$ cat src/source/iram_pkg.sv
package iram_pkg;

   // ========================================================================
   // sizes
   // ========================================================================

   localparam int IRAM_WORDS = 21504;
   localparam int ADDR_W     = 15;
   localparam int DATA_W     = 32;
   localparam int TAG_W      = 4;

   // ========================================================================
   // buffering and credits
   // ========================================================================

   localparam int REQ_DEPTH   = 4;  // requester starts with this many credits.
   localparam int RSP_DEPTH   = 4;
   localparam int RSP_CREDITS = 2;  // consumer credits held per port after reset.

   // ========================================================================
   // channel payloads
   // ========================================================================

   // one request as it travels through the input buffer and the first stage.
   typedef struct packed {
      logic              write;  // high for a write, low for a read.
      logic [ADDR_W-1:0] addr;
      logic [DATA_W-1:0] data;   // write data, ignored on a read.
      logic [TAG_W-1:0]  tag;
   } iram_req_t;

   // a read returns the stored word, a write echoes the written word.
   typedef struct packed {
      logic [TAG_W-1:0]  tag;
      logic [DATA_W-1:0] data;
   } iram_rsp_t;

endpackage

$ cat src/source/iram_credit_fifo.sv
`timescale 1ns/10ps

module iram_credit_fifo #(
   parameter type payload_t = iram_pkg::iram_req_t,
   parameter int  depth     = iram_pkg::REQ_DEPTH
) (
   input  logic     clk_a,
   input  logic     reset,
   input  logic     push,
   input  payload_t din,
   input  logic     pop,
   output logic     valid,
   output payload_t dout,
   output logic     credit
);

   typedef logic [$clog2(depth)-1:0]   ptr_t;
   typedef logic [$clog2(depth+1)-1:0] cnt_t;

   payload_t mem [depth];
   ptr_t     wr_ptr;
   ptr_t     rd_ptr;
   cnt_t     count;
   logic     do_pop;

   assign valid  = (count != '0);
   assign dout   = mem[rd_ptr];  // show-ahead head.
   assign do_pop = pop & valid;

   always_ff @(posedge clk_a)
   begin
      if (push)
      begin
         mem[wr_ptr] <= din;
      end
   end

   // ========================================================================
   // pointers, fill level and the credit pulse
   // ========================================================================

   always_ff @(posedge clk_a)
   begin
      if (reset)
      begin
         wr_ptr <= '0;
         rd_ptr <= '0;
         count  <= '0;
         credit <= 1'b0;
      end
      else
      begin
         if (push)
         begin
            wr_ptr <= (wr_ptr == ptr_t'(depth - 1)) ? '0 : wr_ptr + 1'b1;
         end
         if (do_pop)
         begin
            rd_ptr <= (rd_ptr == ptr_t'(depth - 1)) ? '0 : rd_ptr + 1'b1;
         end
         case ({push, do_pop})
            2'b10:   count <= count + 1'b1;
            2'b01:   count <= count - 1'b1;
            default: count <= count;
         endcase
         credit <= do_pop;  // one slot freed, handed back to the sender.
      end
   end

endmodule

$ cat config.mk
export PLATFORM = sky130hd
export DESIGN_NAME = iram_credit_fifo
export DESIGN_NICKNAME = d
export VERILOG_FILES = /design/src/source/iram_pkg.sv /design/src/source/iram_credit_fifo.sv
export SDC_FILE = /design/constraint.sdc
export NUM_CORES = 1
export LEC_CHECK = 0
export ABC_AREA = 1
export BUFFER_PORTS_ARGS = -buffer_cell sky130_fd_sc_hd__buf_2
export CORE_MARGIN = 3
export CORE_UTILIZATION = 60
export DETAILED_ROUTE_END_ITERATION = 16
export PLACE_DENSITY = 0.82
export SLEW_MARGIN = 20
export SYNTH_ARGS = -nofsm -noshare
export SYNTH_HDL_FRONTEND = slang
export SYNTH_SLANG_ARGS = --single-unit
$ cat constraint.sdc
create_clock -name clk_a -period 3.15 [get_ports clk_a]
set_input_delay 0.63 -clock clk_a [delete_from_list [all_inputs] [get_ports clk_a]]
set_output_delay 0.63 -clock clk_a [all_outputs]
set_load 0.02 [all_outputs]
==> reports/qor.csv, run 1 <==
stage;metric;value;unit
detailed_routing;number of DRC markers in iteration 0;418;
logic_synthesis;mapped cell area;8750;µm²
logic_synthesis;proportion of synthesized area in mux cells;0;%
clock_network;clock latency on the worst-skew pair;480;ps
sta;final hold vios;0;
detailed_routing;# DRC;0;
setup_path;R2R Path End;count[2];
sta;final period utilization;86.9;%
power;part of the power in registers;44.2;%
detailed_routing;wirelength, routed;16.9;mm
min_path;Tightest Hold Check Type;in2reg;
global_route;initial antenna violation count;3;
floorplan;die outline width;127;µm
logic_synthesis;post-synthesis simple-gate area fraction;8.84;%
logic_synthesis;top-count cell post-synth;edfxtp_1;
setup_path;Worst path max stage delay;490;ps
clock_network;Root Driver;clkbuf_16;
floorplan;Starting Density;62.1;%
finish;Final Instance Area;10100;µm²
finish;FF+latch area;6450;µm²
detailed_routing;mean routed wirelength per cell;19.3;µm
sta;hold_ws;354;ps
setup_path;critical path peak fanout;60;
logic_synthesis;register bit total from synthesis;218;
global_route;vias in the first global route;5249;
setup_path;cell family with most CP delay;buffers and inverters;
floorplan;IO Count;110;
power;NetSw;2.42;mW
setup_path;CP Capture Type;output port;
detailed_routing;drt first pass iters;4;
clock_network;clock sink count;218;
logic_synthesis;Adder-Cell Fraction of Synth Area;1.09;%
clock_network;Num CTS Buffers;21;
min_path;Worst Hold Launch;reset;
sta;Final Setup Violations;0;
detailed_routing;via count;5075;
logic_synthesis;Ys Warns;0;
clock_network;Setup Fix Bufs, Post-CTS;0;
detailed_routing;vias per inst;5.78;
logic_synthesis;post-synthesis xor/xnor area fraction;0;%
clock_network;TritonCTS clock tree;done;
power;clock network power share;28.9;%
logic_synthesis;Yosys top cell area share;71.4;%
power;sw frac;31.8;%
run;max cap viols;0;
logic_synthesis;EDFF count, synth;208;
placement;dpl hpwl;10.3;mm
logic_synthesis;Post-synth top flop;edfxtp_1;
min_path;Hold EP;credit;
status;outcome;finished clean;
sta;Final Critical Period;2740;ps
logic_synthesis;cell count after synthesis;568;
setup_path;worst r2r src;count[0];
sta;final setup TNS;0;ps
clock_network;Post-CTS Resized;0;
setup_path;Crit Path Class;reg2out;
setup_path;CP max stage cell;buf_4;
placement;DP Area;9450;µm²
logic_synthesis;post-synth top area cell;edfxtp_1;
logic_synthesis;largest family of logic cells by synthesized area;compound AO/OA/AOI/OAI gates;
power;Max IR drop VDD;0.516;mV
floorplan;Rows;43;
setup_path;cell count along the critical path;4;
clock_network;clk slew on worst S/H paths;70;ps
finish;multi-input logic area;1990;µm²
clock_network;hold_buf cts;0;
min_path;hold path depth;2;
setup_path;Worst Reg-to-Reg Cells;12;
floorplan;Die Ht;127;µm
logic_synthesis;Synth top cells by count;edfxtp_1 (208), o21ai_0 (93), nor2_1 (69);
power;total power per unit cell area;758;nW/µm²
logic_synthesis;Async SR Flop Fraction;0;%
setup_path;WP data required;2520;ps
detailed_routing;Detail Route Antenna Nets;0;
sta;unrepaired setup endpoints after global routing;false;
sta;Rel. slew slack;59.3;%
logic_synthesis;Mapped Nets;631;
setup_path;crit start category;flop;
power;internal power;5.20;mW
power;Logic pwr share;26.8;%
sta;worst slew pin tran;610;ps
logic_synthesis;post-synthesis compound-gate area fraction;12.8;%
setup_path;R2R setup slack;1270;ps
placement;Port-buffer cells;109;
finish;Finished Layout Cells;878;
global_route;grt ovf;0;
logic_synthesis;sequential element share of the synthesized area;73.7;%
placement;RePlAce Congestion;0.751;
setup_path;CP Data Arrival Time;2110;ps
setup_path;crit path cell chain;buf_4 -> o21ai_0 -> o22ai_1 -> buf_2;
finish;Area Overhead vs Synth;15.0;%
clock_network;H-tree depth;1;
finish;Final Util;71.4;%
logic_synthesis;Avg Synthesized Cell Area;15.4;µm²
setup_path;worst path bufs/invs;2;
finish;fraction of layout cells with a size suffix above 1;34.1;%
logic_synthesis;Area contributors post-synth;edfxtp_1 (71%), o21ai_0 (5.3%), o22ai_2 (5.3%);
global_route;global-route wire length before repair;26.8;mm
floorplan;core area;14100;µm²
power;Leak;3.53;nW
global_route;largest net degree at the start of global routing;61;
sta;Final Max Slew Viols;0;
sta;Achievable Freq;365;MHz
sta;skew final;7.24;ps
clock_network;worst-case clock buffer depth;3;
global_route;Total GRT Usage;21.2;%
logic_synthesis;unique cell type count in the Yosys netlist;24;
placement;post-placement cell count;840;
finish;# fillers;919;
finish;fin nets;746;
floorplan;DIE AREA;16100;µm²
state kept, by name (all words and copies together), names as in the netlist, named ones only:
register,count
wr_ptr,2
credit,1
rd_ptr,2
mem,208
count,3
cell usage in the layout, fill, tap and decap left out, types with 3 or more instances in the layout:
cell type	Yosys	routed
o21ai_0	93	93
o22ai_2	37	37
buf_2	9	109
buf_12	5	4
inv_1	17	13
o22ai_1	15	15
a21oi_1	6	6
clkbuf_16	0	21
nor2_1	69	69
nand2_1	11	11
nor2_2	3	3
buf_4	1	11
clkinv_2	0	3
clkinv_1	0	5
dfxtp_1	10	8
nor2_4	37	37
clkinvlp_4	0	4
inv_2	2	5
clkbuf_1	14	4
ha_1	6	6
edfxtp_1	208	208
nand3_1	4	4
o21ai_1	14	14
worst max path at each step:
stage	end	slack, ps
2_1_floorplan	mem[3][0]	1060
3_3_place_gp	dout[51]	1000
3_5_place_dp	dout[28]	920
4_1_cts	dout[28]	410
5_1_grt	dout[28]	320
6_report	dout[15]	410
power by group through the flow:
stage | Combinational, mW | Sequential, mW | Clock [mW]
floorplan | 1.47 | 3.43 | 0
global placement | 1.98 | 3.43 | 0
detailed placement | 2.05 | 3.44 | 0
CTS | 2.06 | 3.37 | 2.24
global route | 2.21 | 3.39 | 2.37
finish | 2.05 | 3.37 | 2.21
cell families (layout without fill, tap and decap cells):
logic type      after synthesis  after routing
fa+ha+maj                     7              7
compound gates              165            165
other cells                   0              1
simple gates                127            127
buf+inv                      51            180
flops                       218            218
per-layer routing:
layer	global-route usage (%)	wire [µm]	up-vias
met5	0	21	-
met4	7.38	335	4
met3	4.21	1200	31
met2	34.5	8430	187
met1	28.8	6940	2499
li1	-	-	2354
stage by stage:
stage	worst slack, ps	power (mW)
final	414	7.63
after global routing	319	7.96
after CTS	406	7.68
after detailed placement	920	5.49
after global placement	999	5.41
after floorplan	1060	4.91
area by class of cell:
type                       count  area share, %
clock inverter                12          0.634
clock buffer                  25           5.37
sequential                   218           64.1
multi-input combinational    299           19.8
antenna                        1         0.0249
tap                          180           2.24
timing repair buffer         124           7.04
inverter                      19          0.759
(Power assumes the default switching activity.)
==> run 2, diff against run 1 <==
- CORE_ASPECT_RATIO: not set -> 0.8
- REMOVE_ABC_BUFFERS: not set -> 1
==> reports/qor.csv, run 2 (same netlist as run 1, synthesis figures left out) <==
stage;metric;value;unit;change
setup_path;CP Data Arrival Time;2180;ps;was 2110 ps
floorplan;die outline width;141;µm;was 127 µm
global_route;global-route wire length before repair;27.3;mm;was 26.8 mm
global_route;grt ovf;0;;unchanged
floorplan;Die Ht;114;µm;was 127 µm
setup_path;WP data required;2520;ps;about the same
finish;fraction of layout cells with a size suffix above 1;34.8;%;was 34.1%
global_route;Total GRT Usage;21.8;%;was 21.2%
detailed_routing;Detail Route Antenna Nets;0;;unchanged
power;Leak;3.60;nW;was 3.53 nW
sta;unrepaired setup endpoints after global routing;false;;unchanged
detailed_routing;via count;5067;;was 5,075
detailed_routing;drt first pass iters;5;;was 4
setup_path;critical path peak fanout;35;;was 60
finish;top flop regs;mem: 208 flops, count: 3 flops;;unchanged
clock_network;clock sink count;218;;unchanged
power;clock network power share;31.3;%;was 28.9%
status;outcome;finished clean;;unchanged
setup_path;worst path bufs/invs;2;;unchanged
sta;final period utilization;89.2;%;was 86.9%
global_route;largest net degree at the start of global routing;105;;was 61
detailed_routing;mean routed wirelength per cell;19.5;µm;was 19.3 µm
sta;final hold vios;0;;unchanged
placement;dpl hpwl;10.4;mm;was 10.3 mm
power;total power per unit cell area;780;nW/µm²;was 758 nW/µm²
finish;most common cell after layout, fill and taps aside;edfxtp_1;;unchanged
finish;Largest register FFs;208;;unchanged
clock_network;clk slew on worst S/H paths;60;ps;was 70 ps
floorplan;Rows;38;;was 43
floorplan;IO Count;110;;unchanged
min_path;Tightest Hold Check Type;in2reg;;unchanged
finish;ANT cells;0;;was 1
setup_path;Worst path max stage delay;550;ps;was 490 ps
finish;most flop-heavy register;mem;;unchanged
sta;Final Setup Violations;0;;unchanged
clock_network;Setup Fix Bufs, Post-CTS;0;;unchanged
sta;Final Max Slew Viols;0;;unchanged
global_route;initial antenna violation count;2;;was 3
setup_path;R2R setup slack;1260;ps;was 1270 ps
finish;fin nets;745;;was 746
sta;skew final;7.69;ps;was 7.24 ps
sta;worst slew pin tran;733;ps;was 610 ps
sta;Achievable Freq;356;MHz;was 365 MHz
sta;Final Critical Period;2810;ps;was 2740 ps
finish;# fillers;900;;was 919
sta;hold_ws;323;ps;was 354 ps
clock_network;Num CTS Buffers;21;;unchanged
floorplan;Starting Density;63.0;%;was 62.1%
sta;Rel. slew slack;51.1;%;was 59.3%
power;Logic pwr share;25.9;%;was 26.8%
finish;most frequent cells in the layout;edfxtp_1 (208), buf_2 (109), o21ai_0 (93);;unchanged
clock_network;Root Driver;clkbuf_16;;unchanged
detailed_routing;# DRC;0;;unchanged
run;max cap viols;0;;unchanged
clock_network;hold_buf cts;0;;unchanged
global_route;vias in the first global route;5267;;was 5,249
clock_network;worst-case clock buffer depth;3;;unchanged
power;internal power;5.47;mW;was 5.20 mW
setup_path;cell family with most CP delay;buffers and inverters;;unchanged
clock_network;TritonCTS clock tree;done;;unchanged
sta;final setup TNS;0;ps;unchanged
clock_network;H-tree depth;1;;unchanged
power;total power;7.93;mW;was 7.63 mW
power;Max IR drop VDD;0.533;mV;was 0.516 mV
setup_path;CP Capture Type;output port;;unchanged
placement;Port-buffer cells;109;;unchanged
setup_path;crit path cell chain;buf_4 -> o21ai_0 -> o22ai_1 -> buf_2;;unchanged
floorplan;core area;13900;µm²;was 14,100 µm²
clock_network;Post-CTS Resized;0;;unchanged
power;part of the power in registers;42.8;%;was 44.2%
power;NetSw;2.46;mW;was 2.42 mW
detailed_routing;vias per inst;5.78;;about the same
setup_path;Crit Path Class;reg2out;;unchanged
floorplan;DIE AREA;16100;µm²;about the same
finish;Area Overhead vs Synth;16.3;%;was 15.0%
power;sw frac;31.0;%;was 31.8%
detailed_routing;wirelength, routed;17.1;mm;was 16.9 mm
clock_network;clock latency on the worst-skew pair;490;ps;was 480 ps
detailed_routing;number of DRC markers in iteration 0;448;;was 418
placement;RePlAce Congestion;0.758;;was 0.751
setup_path;CP max stage cell;dfxtp_2;;was buf_4
setup_path;crit start category;flop;;unchanged
[run 2: cell count changes in the layout (fill, tap and decap cells not counted), sizes merged]
cell      previous run  this run
buf                124       123
bufinv               0         2
clkbuf              25        29
clkinv               8         5
clkinvlp             4         0
diode                1         0
inv                 19        20
[run 2: cell type report]
type | instances | area (µm²) | area share (%)
Timing Repair Buffer | 123 | 738 | 7.26
Tap cell | 180 | 225 | 2.21
Multi-Input combinational cell | 299 | 1990 | 19.6
Sequential cell | 218 | 6450 | 63.4
Clock buffer | 29 | 596 | 5.86
Clock inverter | 8 | 93.8 | 0.923
Inverter | 19 | 76.3 | 0.750
[run 2: worst register-to-register path: cells and delay by family, from the launching register on]
kind                     cells  cell delay, ps
flip-flops                   1             310
buffers and inverters        5             350
adder cells (fa/ha/maj)      2             550
AND/OR/NAND/NOR              6             580
[run 2: worst paths after layout]
check	start	endpoint	cells past startpoint
min reg2reg	wr_ptr[1]	wr_ptr[1]	2
min	reset	credit	2
max reg2reg	count[0]	count[2]	13
max	flop	dout[23]	4
[run 2: power by group through the flow]
stage,Sequential [mW],Clock (mW),Combinational [mW]
after detailed placement,3.45,0,2.05
after CTS,3.39,2.51,2.06
after global routing,3.40,2.66,2.22
after floorplan,3.51,0,1.28
final,3.39,2.48,2.05
after global placement,3.45,0,1.98
[run 2: stage by stage]
stage | util [%] | std cells | instance area [µm²] | setup WS [ps]
after floorplan | - | 536 | 8510 | -1540
after global placement | 68.3 | 839 | 9480 | 982
after detailed placement | 68.3 | 839 | 9480 | 948
after CTS | 73.3 | 876 | 10200 | 348
after global routing | 73.3 | 876 | 10200 | 176
final | 73.3 | 876 | 10200 | 340
[run 2: layer usage]
layer / vias to the layer above / GRT usage [%] / routed length, µm
li1: 2348 / - / -
met1: 2485 / 28.7 / 6780
met2: 196 / 37.3 / 8520
met3: 34 / 5.20 / 1420
met4: 4 / 5.36 / 364
met5: - / 0 / 21
==> run 3, diff against run 2 <==
- BUFFER_PORTS_ARGS: -buffer_cell sky130_fd_sc_hd__buf_2 -> -buffer_cell sky130_fd_sc_hd__buf_4
==> reports/qor.csv, run 3 (same netlist as run 1, synthesis figures left out) <==
stage;metric;value;unit;change
status;outcome;finished clean;;unchanged
setup_path;WP data required;2520;ps;about the same
finish;fin nets;743;;was 745
finish;FF+latch area;6450;µm²;unchanged
sta;final setup TNS;0;ps;unchanged
clock_network;Post-CTS Resized;0;;unchanged
clock_network;TritonCTS clock tree;done;;unchanged
floorplan;DIE AREA;16100;µm²;unchanged
finish;Area Overhead vs Synth;18.1;%;was 16.3%
global_route;initial antenna violation count;0;;was 2
power;clock network power share;28.4;%;was 31.3%
floorplan;Starting Density;63.0;%;unchanged
placement;DP Area;9730;µm²;was 9480 µm²
finish;most flop-heavy register;mem;;unchanged
finish;# fillers;844;;was 900
sta;Final Critical Period;2990;ps;was 2810 ps
detailed_routing;via count;5122;;was 5,067
clock_network;clock sink count;218;;unchanged
clock_network;worst-case clock buffer depth;3;;unchanged
setup_path;Worst path max stage delay;690;ps;was 550 ps
sta;Achievable Freq;335;MHz;was 356 MHz
run;max cap viols;0;;unchanged
finish;top flop regs;mem: 208 flops, count: 3 flops;;unchanged
sta;final period utilization;94.9;%;was 89.2%
finish;multi-input logic area;1990;µm²;unchanged
power;internal power;5.42;mW;was 5.47 mW
floorplan;Die Ht;114;µm;unchanged
sta;Rel. slew slack;46.7;%;was 51.1%
power;Leak;3.63;nW;was 3.60 nW
finish;Final Instance Area;10300;µm²;was 10,200 µm²
global_route;grt ovf;0;;unchanged
floorplan;core area;13900;µm²;unchanged
detailed_routing;wirelength, routed;18.0;mm;was 17.1 mm
clock_network;Setup Fix Bufs, Post-CTS;0;;unchanged
finish;Largest register FFs;208;;unchanged
detailed_routing;mean routed wirelength per cell;20.5;µm;was 19.5 µm
detailed_routing;# DRC;0;;unchanged
power;Logic pwr share;28.1;%;was 25.9%
setup_path;critical path peak fanout;48;;was 35
detailed_routing;number of DRC markers in iteration 0;413;;was 448
power;part of the power in registers;43.5;%;was 42.8%
finish;most frequent cells in the layout;edfxtp_1 (208), buf_4 (115), o21ai_0 (93);;was edfxtp_1 (208), buf_2 (109), o21ai_0 (93)
detailed_routing;Detail Route Antenna Nets;0;;unchanged
clock_network;H-tree depth;1;;unchanged
sta;final hold vios;0;;unchanged
clock_network;clock latency on the worst-skew pair;500;ps;was 490 ps
power;total power per unit cell area;764;nW/µm²;was 780 nW/µm²
sta;Final Setup Violations;0;;unchanged
clock_network;Root Driver;clkbuf_16;;unchanged
global_route;largest net degree at the start of global routing;53;;was 105
setup_path;CP Data Arrival Time;2360;ps;was 2180 ps
power;NetSw;2.47;mW;was 2.46 mW
clock_network;clk slew on worst S/H paths;60;ps;about the same
finish;most common cell after layout, fill and taps aside;edfxtp_1;;unchanged
floorplan;IO Count;110;;unchanged
clock_network;Num CTS Buffers;21;;unchanged
global_route;global-route wire length before repair;28.0;mm;was 27.3 mm
setup_path;Crit Path Class;reg2out;;unchanged
placement;Port-buffer cells;109;;unchanged
floorplan;die outline width;141;µm;unchanged
sta;Final Max Slew Viols;0;;unchanged
setup_path;CP max stage cell;dfxtp_4;;was dfxtp_2
power;sw frac;31.3;%;was 31.0%
global_route;vias in the first global route;5282;;was 5,267
sta;skew final;12.0;ps;was 7.69 ps
detailed_routing;drt first pass iters;4;;was 5
setup_path;CP Capture Type;output port;;unchanged
clock_network;hold_buf cts;0;;unchanged
setup_path;crit path cell chain;inv_6 -> buf_12 -> o21ai_0 -> o22ai_2 -> buf_4;;was buf_4 -> o21ai_0 -> o22ai_1 -> buf_2
power;total power;7.89;mW;was 7.93 mW
placement;RePlAce Congestion;0.772;;was 0.758
power;Max IR drop VDD;0.466;mV;was 0.533 mV
finish;ANT cells;0;;unchanged
placement;dpl hpwl;10.5;mm;was 10.4 mm
min_path;Tightest Hold Check Type;in2reg;;unchanged
setup_path;crit start category;flop;;unchanged
sta;unrepaired setup endpoints after global routing;false;;unchanged
detailed_routing;vias per inst;5.85;;was 5.78
finish;fraction of layout cells with a size suffix above 1;33.4;%;was 34.8%
sta;worst slew pin tran;799;ps;was 733 ps
floorplan;Rows;38;;unchanged
global_route;Total GRT Usage;22.5;%;was 21.8%
-- run 3: cell count changes in the layout (fill, tap and decap cells not counted), sizes merged --
| cell | change |
|---|---|
| buf | -2 |
| bufinv | -2 |
| clkbuf | +1 |
| clkinv | +2 |
-- run 3: cell type report --
class | instances | area share, %
sequential | 218 | 62.4
multi-input combinational | 299 | 19.3
timing repair buffer | 121 | 9.52
clock buffer | 30 | 5.51
tap | 180 | 2.18
inverter | 19 | 0.739
clock inverter | 8 | 0.363
-- run 3: power groups by stage --
| stage | Sequential, mW | Combinational (mW) | Clock, mW |
|---|---|---|---|
| CTS | 3.44 | 2.23 | 2.28 |
| global placement | 3.49 | 2.14 | 0 |
| detailed placement | 3.50 | 2.21 | 0 |
| finish | 3.44 | 2.22 | 2.24 |
| floorplan | 3.51 | 1.28 | 0 |
| global route | 3.45 | 2.39 | 2.40 |
-- run 3: worst max-delay path, delay by kind of cell, from the launching register on --
kind            cells  cell delay, ps
compound gates      2             380
buf+inv             3             750
flops               1             690
-- run 3: final timing paths --
kind / start / end / slack, ps / cells after the start
min reg2reg: rd_ptr[1] / flop / 530 / 2
max reg2reg: count[0] / count[2] / 1300 / 13
min: reset / wr_ptr[0] / 310 / 2
max: flop / dout[26] / 160 / 5
-- run 3: routing by layer --
layer | track usage, % | vias to the layer above | part of all wire, %
li1 | - | 2344 | -
met1 | 30.1 | 2565 | 41
met2 | 37.5 | 181 | 49
met3 | 5.99 | 32 | 7.7
met4 | 5.62 | 0 | 2.2
met5 | 0 | - | 0
-- run 3: stage by stage --
step	hold slack [ps]	utilization, %	instances	setup WS [ps]
6_report	307	74.4	875	161
3_5_place_dp	515	70.1	837	689
3_3_place_gp	502	70.1	837	813
2_1_floorplan	483	-	536	-1540
4_1_cts	294	74.4	875	147
5_1_grt	303	74.4	875	31.1
