**config.mk**
```make
export PLATFORM = sky130hd
export DESIGN_NAME = iram_rsp_tx
export DESIGN_NICKNAME = d
export VERILOG_FILES = /design/src/source/iram_pkg.sv /design/src/source/iram_credit_fifo.sv /design/src/source/iram_rsp_tx.sv
export SDC_FILE = /design/constraint.sdc
export NUM_CORES = 1
export LEC_CHECK = 0
export BUFFER_PORTS_ARGS = -buffer_cell sky130_fd_sc_hd__buf_2
export CORE_AREA = 2 2 103 115
export DETAILED_ROUTE_END_ITERATION = 12
export DIE_AREA = 0 0 105 117
export GPL_TIMING_DRIVEN = 1
export PLACE_DENSITY_LB_ADDON = 0.15
export SLEW_MARGIN = 20
export SYNTH_ARGS = -nofsm -noshare
export SYNTH_HDL_FRONTEND = slang
export SYNTH_HIERARCHICAL = 1
export SYNTH_SLANG_ARGS = --single-unit
```
**constraint.sdc**
```tcl
create_clock -name clk_a -period 3.4 [get_ports clk_a]
set_clock_uncertainty 0.15 [all_clocks]
set_input_delay 0.17 -clock clk_a [delete_from_list [all_inputs] [get_ports clk_a]]
set_output_delay 0.17 -clock clk_a [all_outputs]
set_load 0.005 [all_outputs]
```
**src/source/iram_pkg.sv**
```systemverilog
package iram_pkg;

   // ========================================================================
   // sizes
   // ========================================================================

   localparam int IRAM_WORDS = 21504;
   localparam int ADDR_W     = 15;
   localparam int DATA_W     = 32;
   localparam int TAG_W      = 4;

   // ========================================================================
   // buffering and credits
   // ========================================================================

   localparam int REQ_DEPTH   = 4;  // requester starts with this many credits.
   localparam int RSP_DEPTH   = 4;
   localparam int RSP_CREDITS = 2;  // consumer credits held per port after reset.

   // ========================================================================
   // channel payloads
   // ========================================================================

   // one request as it travels through the input buffer and the first stage.
   typedef struct packed {
      logic              write;  // high for a write, low for a read.
      logic [ADDR_W-1:0] addr;
      logic [DATA_W-1:0] data;   // write data, ignored on a read.
      logic [TAG_W-1:0]  tag;
   } iram_req_t;

   // a read returns the stored word, a write echoes the written word.
   typedef struct packed {
      logic [TAG_W-1:0]  tag;
      logic [DATA_W-1:0] data;
   } iram_rsp_t;

endpackage

```
**src/source/iram_credit_fifo.sv**
```systemverilog
`timescale 1ns/10ps

module iram_credit_fifo #(
   parameter type payload_t = iram_pkg::iram_req_t,
   parameter int  depth     = iram_pkg::REQ_DEPTH
) (
   input  logic     clk_a,
   input  logic     reset,
   input  logic     push,
   input  payload_t din,
   input  logic     pop,
   output logic     valid,
   output payload_t dout,
   output logic     credit
);

   typedef logic [$clog2(depth)-1:0]   ptr_t;
   typedef logic [$clog2(depth+1)-1:0] cnt_t;

   payload_t mem [depth];
   ptr_t     wr_ptr;
   ptr_t     rd_ptr;
   cnt_t     count;
   logic     do_pop;

   assign valid  = (count != '0);
   assign dout   = mem[rd_ptr];  // show-ahead head.
   assign do_pop = pop & valid;

   always_ff @(posedge clk_a)
   begin
      if (push)
      begin
         mem[wr_ptr] <= din;
      end
   end

   // ========================================================================
   // pointers, fill level and the credit pulse
   // ========================================================================

   always_ff @(posedge clk_a)
   begin
      if (reset)
      begin
         wr_ptr <= '0;
         rd_ptr <= '0;
         count  <= '0;
         credit <= 1'b0;
      end
      else
      begin
         if (push)
         begin
            wr_ptr <= (wr_ptr == ptr_t'(depth - 1)) ? '0 : wr_ptr + 1'b1;
         end
         if (do_pop)
         begin
            rd_ptr <= (rd_ptr == ptr_t'(depth - 1)) ? '0 : rd_ptr + 1'b1;
         end
         case ({push, do_pop})
            2'b10:   count <= count + 1'b1;
            2'b01:   count <= count - 1'b1;
            default: count <= count;
         endcase
         credit <= do_pop;  // one slot freed, handed back to the sender.
      end
   end

endmodule

```
**src/source/iram_rsp_tx.sv**
```systemverilog
`timescale 1ns/10ps

module iram_rsp_tx (
   input  logic                clk_a,
   input  logic                reset,
   input  logic                issue,
   input  logic                wr,
   input  iram_pkg::iram_rsp_t din,
   input  logic                credit,
   output logic                valid,
   output iram_pkg::iram_rsp_t rsp,
   output logic                reserve_ok
);

   import iram_pkg::*;

   typedef logic [$clog2(RSP_DEPTH+1)-1:0]   rsv_cnt_t;
   typedef logic [$clog2(RSP_CREDITS+1)-1:0] crd_cnt_t;

   rsv_cnt_t reserved;   // buffered plus in-flight responses.
   crd_cnt_t credits;    // consumer credits on hand.
   logic     head_valid;
   logic     slot_free;

   // the head goes out whenever the consumer has room for it.
   assign valid      = head_valid & (credits != '0);
   assign reserve_ok = (reserved < rsv_cnt_t'(RSP_DEPTH));

   iram_credit_fifo #(
      .payload_t (iram_rsp_t),
      .depth     (RSP_DEPTH)
   ) rsp_fifo_i (
      .clk_a  (clk_a),
      .reset  (reset),
      .push   (wr),
      .din    (din),
      .pop    (valid),
      .valid  (head_valid),
      .dout   (rsp),
      .credit (slot_free)
   );

   // ========================================================================
   // slot reservation and consumer credits
   // ========================================================================

   always_ff @(posedge clk_a)
   begin
      if (reset)
      begin
         reserved <= '0;
         credits  <= crd_cnt_t'(RSP_CREDITS);
      end
      else
      begin
         // a slot is released when the FIFO hands back its credit.
         case ({issue, slot_free})
            2'b10:   reserved <= reserved + 1'b1;
            2'b01:   reserved <= reserved - 1'b1;
            default: reserved <= reserved;
         endcase
         case ({credit, valid})
            2'b10:   credits <= credits + 1'b1;
            2'b01:   credits <= credits - 1'b1;
            default: credits <= credits;
         endcase
      end
   end

endmodule

```
==> results.yml, run 1 <==
outcome:
  status: "finished, final reports clean"
power_and_ir_drop:
  seqPwrFrac_pct: 45.5
  swShare_pct: 23.53
  power_leakage_uw: 0.002640
  ir_worst_vdd_mv: 0.4481
  p_int_uw: 4030
  power-per-cell-area_nw_per_um2: 699.9
  power.switching_uw: 1240
  total_power_uw: 5271
  pwr-share-comb_pct: 17.7
  pwr-share-clk_pct: 36.8
die:
  rows: 41
  die_h_um: 117
  die_area_sq_um: 12290
  initial_utilization_pct: 53.69
  die_w_um: 105
  coreArea_sq_um: 11180
  io_pins: 79
sta:
  fin_ws_ns: 0.9012
  period_minus_slack_ns: 2.499
  hold_viol: 0
  tightest_slew_ns: 1.020
  max_freq_ghz: 0.4002
  drv_slew: 0
  setup_viol: 0
  post-route-period-util_pct: 73.49
  finalSetupTns_ns: 0
  rsz0062_at_grt: "false"
  max_slew_margin_pct: 32.02
yosys:
  synth-seq-cells: 159
  ys_warn_count: 6
  ys.flop_type: "edfxtp_1"
  synth_cell_types: 27
  synth-seq-area-share_pct: 77.02
  postSynth.asyncResetShare_pct: 0
  synth_edf_count: 144
  syn_nets: 320
  synth_top_area_share_pct: 72.02
  syn_area_per_cell_sq_um: 22.32
  synth_area_leaders: "edfxtp_1 72%, mux4_2 11%, dfxtp_1 5.0%"
  syn-cell-area_sq_um: 6005
  synth_cells: 269
  synth_top_area_cell: "edfxtp_1"
global_routing:
  antenna_found_initial: 0
  use_met2_pct: 28.53
  grt_util_met1_pct: 21.32
  grt_max_degree: 37
  gr-usage-all-layers_pct: 17.11
  met3_usage_pct: 5.592
  grt_pass1_wl_mm: 15.21
  grt.busiest_layer: "met2"
  grt_pass1_vias: 2929
  grt_overflow: 0
cts:
  clk_latency_ns: 0.41
  numCtsBuffers: 17
  cts_tree: "done"
  hold_buffers: 39
  root_buffer: "clkbuf_16"
  cts_setup_buffers: 0
  clockBufferDepth: 2
  cts.sinks: 159
  cts-resized-gates: 0
  clk_transition_reported_paths_ns: 0.06
  h-tree-depth: 4
placed_design:
  port_buffers: 78
  gp_congestion: 0.6983
  dp_hpwl_mm: 5.629
  dpl_cell_area_sq_um: 6523
  dp_slack_ns: 1.025
setup_path:
  crit_required_ns: 3.08
  crit_fanout: 19
  worstSetupStartpointType: "flip-flop"
  rrSetupSlack_ns: 0.96
  crit_path_end_kind: "output port"
  critPathArrivalTime_ns: 2.18
  critPathKind: "flip-flop to output port"
cells_and_area:
  final_nets: 449
  final_area_sq_um: 7531
  synthToLayoutAreaGrowth_pct: 25.42
  drive_above_1_share_pct: 35.52
  num_antenna_cells: 0
route:
  vias: 2899
  wl_per_cell_um: 17.67
  wl_mm: 9.915
  drt_iter0_drc: 159
  final_antenna_net_count: 0
  drc_errors: 0
  viasPerCell: 5.168
  drtPass1Iterations: 4
flow_run:
  max-cap-violations: 0
worst_hold_path:
  hp-class: "input pin to flip-flop"
[synthesized netlist by cell type (2+ instances only)]
cell type	number
or3_1	4
mux4_1	6
inv_1	13
xor2_1	5
o21ai_0	2
buf_2	3
mux2i_1	2
ha_1	8
mux4_2	30
dfxtp_1	15
edfxtp_1	144
and2_1	4
a21oi_1	6
nor2_1	11
fa_1	2
buf_12	3
[sequential cells by signal (all words and copies together), names as in the netlist, named ones only]
register           count
rsp_fifo_i/mem       144
reserved               3
rsp_fifo_i/count       3
credits                2
rsp_fifo_i/rd_ptr      2
rsp_fifo_i/wr_ptr      2
rsp_fifo_i/credit      1
[layout make-up]
| cell class | count | area (sq um) |
|---|---|---|
| clock buffers | 17 | 425.4 |
| clock inverters | 15 | 192.7 |
| fillers | 801 | 3652 |
| inverters | 13 | 48.80 |
| multi-input cells | 88 | 1241 |
| flip-flops and latches | 159 | 4627 |
| well taps | 150 | 187.7 |
| repair buffers | 119 | 808.3 |
[cell families after synthesis]
| group | share of synthesized area [%] |
|---|---|
| buffers and inverters | 2.396 |
| XOR/XNOR | 0.8752 |
| flip-flops | 77.02 |
| AND/OR/NAND/NOR | 1.938 |
| AO/OA/AOI/OAI | 1.229 |
| adder cells (fa/ha/maj) | 2.334 |
| multiplexers | 14.21 |
[layout by cell type (no fill, tap or decap), drive strengths merged, types with 2 or more instances in the layout]
master | Yosys | final
a21oi | 6 | 6
and2 | 4 | 4
buf | 7 | 80
bufinv | 0 | 4
clkbuf | 2 | 17
clkinv | 0 | 6
clkinvlp | 0 | 4
dfxtp | 15 | 15
dlygate4sd3 | 0 | 39
edfxtp | 144 | 144
fa | 2 | 2
ha | 8 | 8
inv | 13 | 14
mux2i | 2 | 2
mux4 | 36 | 36
nor2 | 11 | 11
o21ai | 3 | 3
or3 | 4 | 4
xor2 | 5 | 5
[final timing paths]
check,from,depth (start not counted),end
min,credit,5,credits[0]$_SDFFE_PP0P_
max,flip-flop,3,rsp[30]
min reg2reg,rsp_fifo_i/rd_ptr[0]$_SDFFE_PP0N_,2,flip-flop
max reg2reg,rsp_fifo_i/count[0]$_SDFFE_PP0P_,10,rsp_fifo_i/count[2]$_SDFFE_PP0P_
[metrics by stage]
stage          util [%]  hold WS [ns]  std cells
3_3_place_gp      58.32        0.2311        490
6_report          67.34        0.1181        561
4_1_cts           67.34        0.1057        561
3_5_place_dp      58.32        0.2365        490
2_1_floorplan         -       0.08907        269
5_1_grt           67.34        0.1534        561
[worst max-delay path, cell delays in order (launching register included)]
cell	delay, ns
dfxtp_2	0.76
buf_12	0.28
mux4_1	0.57
buf_2	0.15
[routing by layer]
metal	routed length, um	part of all wire, %	vias up
met3	474	4.8	10
met5	0	0	-
met2	5149	52	82
met4	128	1.3	0
met1	4163	42	1456
li1	-	-	1351
[power by group through the flow]
stage | clock network, uW | registers [uW] | logic, uW
2_1_floorplan | 0 | 2350 | 742
3_3_place_gp | 0 | 2440 | 898
3_5_place_dp | 0 | 2440 | 909
4_1_cts | 1980 | 2400 | 950
5_1_grt | 2070 | 2420 | 1030
6_report | 1940 | 2400 | 934
Power figures use the tool's default switching activity.
==> inputs of run 2 (changes only) <==
--- a/config.mk
+++ b/config.mk
@@ -5,10 +5,11 @@
 export SDC_FILE = /design/constraint.sdc
 export NUM_CORES = 1
 export LEC_CHECK = 0
+export ABC_AREA = 1
 export BUFFER_PORTS_ARGS = -buffer_cell sky130_fd_sc_hd__buf_2
-export CORE_AREA = 2 2 103 115
+export CORE_AREA = 2 2 104 117
 export DETAILED_ROUTE_END_ITERATION = 12
-export DIE_AREA = 0 0 105 117
+export DIE_AREA = 0 0 106 119
 export GPL_TIMING_DRIVEN = 1
 export PLACE_DENSITY_LB_ADDON = 0.15
 export SLEW_MARGIN = 20
==> constraint.sdc (replaced) <==
create_clock -name clk_a -period 2.55 [get_ports clk_a]
set_clock_uncertainty 0.15 [all_clocks]
set_input_delay 0.1275 -clock clk_a [delete_from_list [all_inputs] [get_ports clk_a]]
set_output_delay 0.1275 -clock clk_a [all_outputs]
set_load 0.005 [all_outputs]
==> run 2 against run 1 <==
Compared with the run above: critical path depth up 1; highest routed layer unchanged; critical path type unchanged; power up 42%; core utilization down 0.72 points; clock power up 43%; register-to-register slack worse by 0.59 ns; critical endpoint is now rsp[20]; sequential share of layout area down 1.7 points; routed wire length up 27%.
==> results.yml, run 2 <==
yosys:
  synthXorXnorAreaFrac_pct: 0
  synthAdderAreaFrac_pct: 2.272
  synth-seq-cells: 159
  synth_top_family_by_area: "compound AO/OA/AOI/OAI gates"
  synth-seq-area-share_pct: 74.98
  yosys.area_share.simple_pct: 7.101
  ys.flop_type: "edfxtp_1"
  synth_commonest_cells: "144 x edfxtp_1, 78 x nor2_1, 58 x o21ai_1"
  ys_warn_count: 6
  syn-cell-area_sq_um: 6167
  postSynth.asyncResetShare_pct: 0
  synth_most_common_cell: "edfxtp_1"
  synth_edf_count: 144
  syn_area_per_cell_sq_um: 13.58
  synth_cell_types: 23
  synth.area.mux_share_pct: 0
  synth_top_area_share_pct: 70.12
  synth_compound_area_share_pct: 10.83
  synth_area_leaders: "edfxtp_1 70%, dfxtp_1 4.9%, nor2_1 4.7%"
  syn_nets: 505
  synth_cells: 454
  synth_top_area_cell: "edfxtp_1"
die:
  die_area_sq_um: 12610
  rows: 42
  coreArea_sq_um: 11610
  initial_utilization_pct: 53.10
  die_w_um: 106
  io_pins: 79
  die_h_um: 119
sta:
  period_minus_slack_ns: 2.386
  finalSetupTns_ns: 0
  drv_slew: 0
  hold_viol: 0
  tightest_slew_ns: 0.6959
  rsz0062_at_grt: "false"
  hold_ws_ns: 0.07996
  max_slew_margin_pct: 53.61
  max_freq_ghz: 0.4191
  post-route-period-util_pct: 93.57
  setup_viol: 0
cells_and_area:
  fin_util_pct: 66.62
  synthToLayoutAreaGrowth_pct: 25.46
  layout_commonest_cell: "edfxtp_1"
  largest_register_ffs: 144
  largest-register: "rsp_fifo_i/mem"
  final_area_sq_um: 7737
  final_nets: 628
  layout_common_cells: "144 x edfxtp_1, 78 x nor2_1, 78 x buf_2"
  drive_above_1_share_pct: 21.09
  num_antenna_cells: 0
  top_regs: "rsp_fifo_i/mem: 144 flops, reserved: 3 flops, rsp_fifo_i/count: 3 flops"
  final_cell_count_no_fill: 742
  num-fill-cells: 838
setup_path:
  critPathKind: "flip-flop to output port"
  crit_fanout: 72
  crit-reg2reg-launch: "rsp_fifo_i/count[2]$_SDFFE_PP0P_"
  critPathBufInv: 2
  crit_path_end_kind: "output port"
  worstSetupStartpointType: "flip-flop"
  critPathTopFamily: "flip-flops"
  path_cells: "inv_6 > o21ai_1 > o22ai_1 > buf_2"
  crit_required_ns: 2.27
  critPathArrivalTime_ns: 2.11
  crit_path_top_delay_cell: "dfxtp_2"
  critPathMaxStageDelay_ns: 0.78
cts:
  cts_tree: "done"
  numCtsBuffers: 17
  clk_transition_reported_paths_ns: 0.06
  cts.sinks: 159
  cts_setup_buffers: 0
  clockBufferDepth: 2
  root_buffer: "clkbuf_16"
  clk_latency_ns: 0.42
  h-tree-depth: 4
worst_hold_path:
  min_from: "credit"
  hp-class: "input pin to flip-flop"
global_routing:
  antenna_found_initial: 0
  grt_max_degree: 73
  gr-usage-all-layers_pct: 21.21
  grt_pass1_wl_mm: 20.13
  grt_pass1_vias: 4123
  grt_overflow: 0
power_and_ir_drop:
  power-per-cell-area_nw_per_um2: 966.3
  ir_worst_vdd_mv: 0.5369
  power_leakage_uw: 0.002893
route:
  vias: 3957
  drc_errors: 0
  wl_per_cell_um: 17.01
  drt_iter0_drc: 247
  drtPass1Iterations: 4
  wl_mm: 12.62
  final_antenna_net_count: 0
  viasPerCell: 5.333
placed_design:
  port_buffers: 78
  dp_hpwl_mm: 6.884
  dpl_cell_area_sq_um: 6689
  placed_cells: 672
  gp_congestion: 0.7165
flow_run:
  max-cap-violations: 0
outcome:
  status: "finished, final reports clean"
==> run 2: cell count changes after synthesis, moves of 15 or more <==
cell,change
o22ai_1,+36
inv_1,+15
nand2_1,+16
o21ai_0,+18
o21ai_1,+57
mux4_2,-30
nor2_1,+67
==> run 2: repair_timing <==
item / in CTS / in global routing
endpoints found under the hold margin: 159 / 0
hold buffers: 40 / 0
gates resized for setup: 0 / 0
==> run 2: final timing paths <==
path | end | slack (ns) | depth (start not counted)
worst min-delay path | credits[0]$_SDFFE_PP0P_ | 0.08 | 5
worst max-delay path | rsp[20] | 0.16 | 4
worst min register to register | credits[1]$_SDFFE_PP1P_ | 0.36 | 2
worst max register to register | rsp_fifo_i/count[2]$_SDFFE_PP0P_ | 0.37 | 13
==> run 2: metrics by stage <==
step | worst slack, ns | power (uW)
after floorplan | 0.5898 | 4198
after global placement | 0.5273 | 4638
after detailed placement | 0.4135 | 4704
after CTS | 0.1715 | 7525
after global routing | 0.008925 | 7828
final | 0.1640 | 7477
==> run 2: area by class of cell <==
class,instances,area [sq um],area share (%)
flip-flops and latches,159,4626,59.78
multi-input cells,242,1246,16.11
repair buffers,126,900.9,11.64
clock buffers,19,432.9,5.595
clock inverters,11,215.2,2.781
well taps,154,192.7,2.490
inverters,31,123.9,1.601
==> run 2: cell families (layout without fill, tap and decap cells) <==
kind of cell / Yosys count / in the layout
flops: 159 / 159
compound gates: 124 / 124
fa+ha+maj: 10 / 10
buf+inv: 53 / 187
simple gates: 108 / 108
==> run 2: layer usage <==
metal  global-route usage [%]  wire [um]
met5                        0          0
met4                    8.470        202
met3                    5.966        564
met2                    36.01       6563
met1                    25.63       5290
==> run 2: power breakdown <==
part	total (uW)	internal (uW)	switching (uW)	leakage, uW
sequential	3140	3030	109	0.00145
clock	2770	1820	955	0.000301
combinational	1570	608	958	0.00115
==> run 2: worst min-delay path, delay by kind of cell <==
| kind | cells | cell delay [ns] |
|---|---|---|
| buf+inv | 3 | 0.22 |
| compound gates | 1 | 0.15 |
| fa+ha+maj | 1 | 0.12 |
==> inputs of run 3 (changes only) <==
--- a/config.mk
+++ b/config.mk
@@ -7,11 +7,12 @@
 export LEC_CHECK = 0
 export ABC_AREA = 1
 export BUFFER_PORTS_ARGS = -buffer_cell sky130_fd_sc_hd__buf_2
-export CORE_AREA = 2 2 104 117
+export CORE_AREA = 2 2 134 149
 export DETAILED_ROUTE_END_ITERATION = 12
-export DIE_AREA = 0 0 106 119
+export DIE_AREA = 0 0 136 151
 export GPL_TIMING_DRIVEN = 1
 export PLACE_DENSITY_LB_ADDON = 0.15
+export SETUP_SLACK_MARGIN = 0.4
 export SLEW_MARGIN = 20
 export SYNTH_ARGS = -nofsm -noshare
 export SYNTH_HDL_FRONTEND = slang
==> run 3 against run 2 <==
Compared with the run above: global-route usage decreased by 7.4 points; clock power decreased by 10%; fmax increased by 15%; largest cell class unchanged; largest power group unchanged.
==> results.yml, run 3 (same netlist as run 2, synthesis figures left out) <==
outcome:
  status: "finished, final reports clean"
global_routing:
  grt_max_degree: 73
  antenna_found_initial: 0
  gr-usage-all-layers_pct: 13.76
  grt_overflow: 0
  grt_pass1_vias: 3868
  grt_pass1_wl_mm: 20.75
sta:
  period_minus_slack_ns: 2.069
  max_freq_ghz: 0.4833
  post-route-period-util_pct: 81.14
  max_slew_margin_pct: 61.32
  setup_viol: 0
  tightest_slew_ns: 0.5803
  rsz0062_at_grt: "true"
  hold_viol: 0
  finalSetupTns_ns: 0
  drv_slew: 0
die:
  die_h_um: 151
  io_pins: 79
  initial_utilization_pct: 32.52
  die_area_sq_um: 20540
  die_w_um: 136
  coreArea_sq_um: 18970
  rows: 53
cells_and_area:
  final_cell_count_no_fill: 837
  seqCellArea_sq_um: 4629
  num_antenna_cells: 0
  fin_util_pct: 41.21
  drive_above_1_share_pct: 21.86
  num-fill-cells: 1850
  top_regs: "rsp_fifo_i/mem: 144 flops, reserved: 3 flops, rsp_fifo_i/count: 3 flops"
  layout_common_cells: "144 x edfxtp_1, 78 x nor2_1, 78 x buf_2"
  layout_commonest_cell: "edfxtp_1"
  final_nets: 629
  synthToLayoutAreaGrowth_pct: 26.74
  largest-register: "rsp_fifo_i/mem"
  multi_input_area_sq_um: 1264
  largest_register_ffs: 144
  final_area_sq_um: 7816
power_and_ir_drop:
  ir_worst_vdd_mv: 0.4654
  power-per-cell-area_nw_per_um2: 929.5
  power_leakage_uw: 0.002886
  total_power_uw: 7265
setup_path:
  crit_required_ns: 2.27
  critPathArrivalTime_ns: 1.79
  crit_path_end_kind: "output port"
  worstSetupStartpointType: "flip-flop"
  crit_fanout: 40
  crit-reg2reg-launch: "rsp_fifo_i/count[2]$_SDFFE_PP0P_"
  critPathKind: "flip-flop to output port"
placed_design:
  placed_cells: 765
  dpl_cell_area_sq_um: 6807
  port_buffers: 78
  gp_congestion: 0.7517
  dp_hpwl_mm: 7.732
cts:
  h-tree-depth: 4
  clk_transition_reported_paths_ns: 0.06
  clk_latency_ns: 0.42
  root_buffer: "clkbuf_16"
  clockBufferDepth: 2
  cts_tree: "done"
  numCtsBuffers: 17
  cts.sinks: 159
route:
  wl_per_cell_um: 16.17
  final_antenna_net_count: 0
  viasPerCell: 4.677
  drc_errors: 0
  vias: 3915
  drt_iter0_drc: 192
  wl_mm: 13.53
  drtPass1Iterations: 4
worst_hold_path:
  min_from: "credit"
  hp-class: "input pin to flip-flop"
flow_run:
  max-cap-violations: 0
## run 3: metrics by stage
step                      worst slack, ns  hold WS (ns)
final                              0.4809       0.08871
after global routing               0.3443        0.1771
after CTS                          0.4020       0.07157
after detailed placement           0.3843        0.1943
after global placement             0.5184        0.1897
after floorplan                    0.5898       0.04988
## run 3: what timing repair did
action                                  in CTS  in global routing
gates cloned                                 0                  0
endpoints found under the hold margin      159                  0
endpoints found under the setup margin      15                  6
hold buffers                                40                  0
gates resized for setup                      3                  7
setup buffers                                0                  1
## run 3: critical path: stages (launching register included)
cell	delay (ns)
dfxtp_2	0.38
buf_4	0.40
o21ai_1	0.13
o22ai_1	0.27
buf_2	0.18
## run 3: power by group
| part | switching (uW) | total, uW | internal [uW] |
|---|---|---|---|
| logic | 1010 | 1660 | 649 |
| registers | 99.5 | 3130 | 3030 |
| clock network | 963 | 2480 | 1520 |
| total | 2070 | 7270 | 5200 |
## run 3: per-layer routing
layer | global-route usage, % | vias to the layer above | part of all wire (%)
met1 | 16.49 | 1932 | 44
met2 | 23.64 | 65 | 51
met5 | 0 | - | 0
li1 | - | 1906 | -
met3 | 3.782 | 12 | 3.5
met4 | 5.156 | 0 | 1.2
## run 3: area by class of cell
cell class | count | share of cell area (%)
clock buffers | 18 | 5.491
clock inverters | 13 | 1.873
inverters | 31 | 1.617
multi-input cells | 242 | 16.17
flip-flops and latches | 159 | 59.23
well taps | 247 | 3.954
repair buffers | 127 | 11.67
## run 3: path summary, 6_finish.rpt
kind | cells past startpoint | slack (ns) | end
worst max-delay path | 4 | 0.48 | rsp[3]
worst min-delay path | 5 | 0.09 | credits[0]$_SDFFE_PP0P_
worst max register to register | 14 | 0.55 | rsp_fifo_i/count[2]$_SDFFE_PP0P_
worst min register to register | 1 | 0.35 | credits[0]$_SDFFE_PP0P_
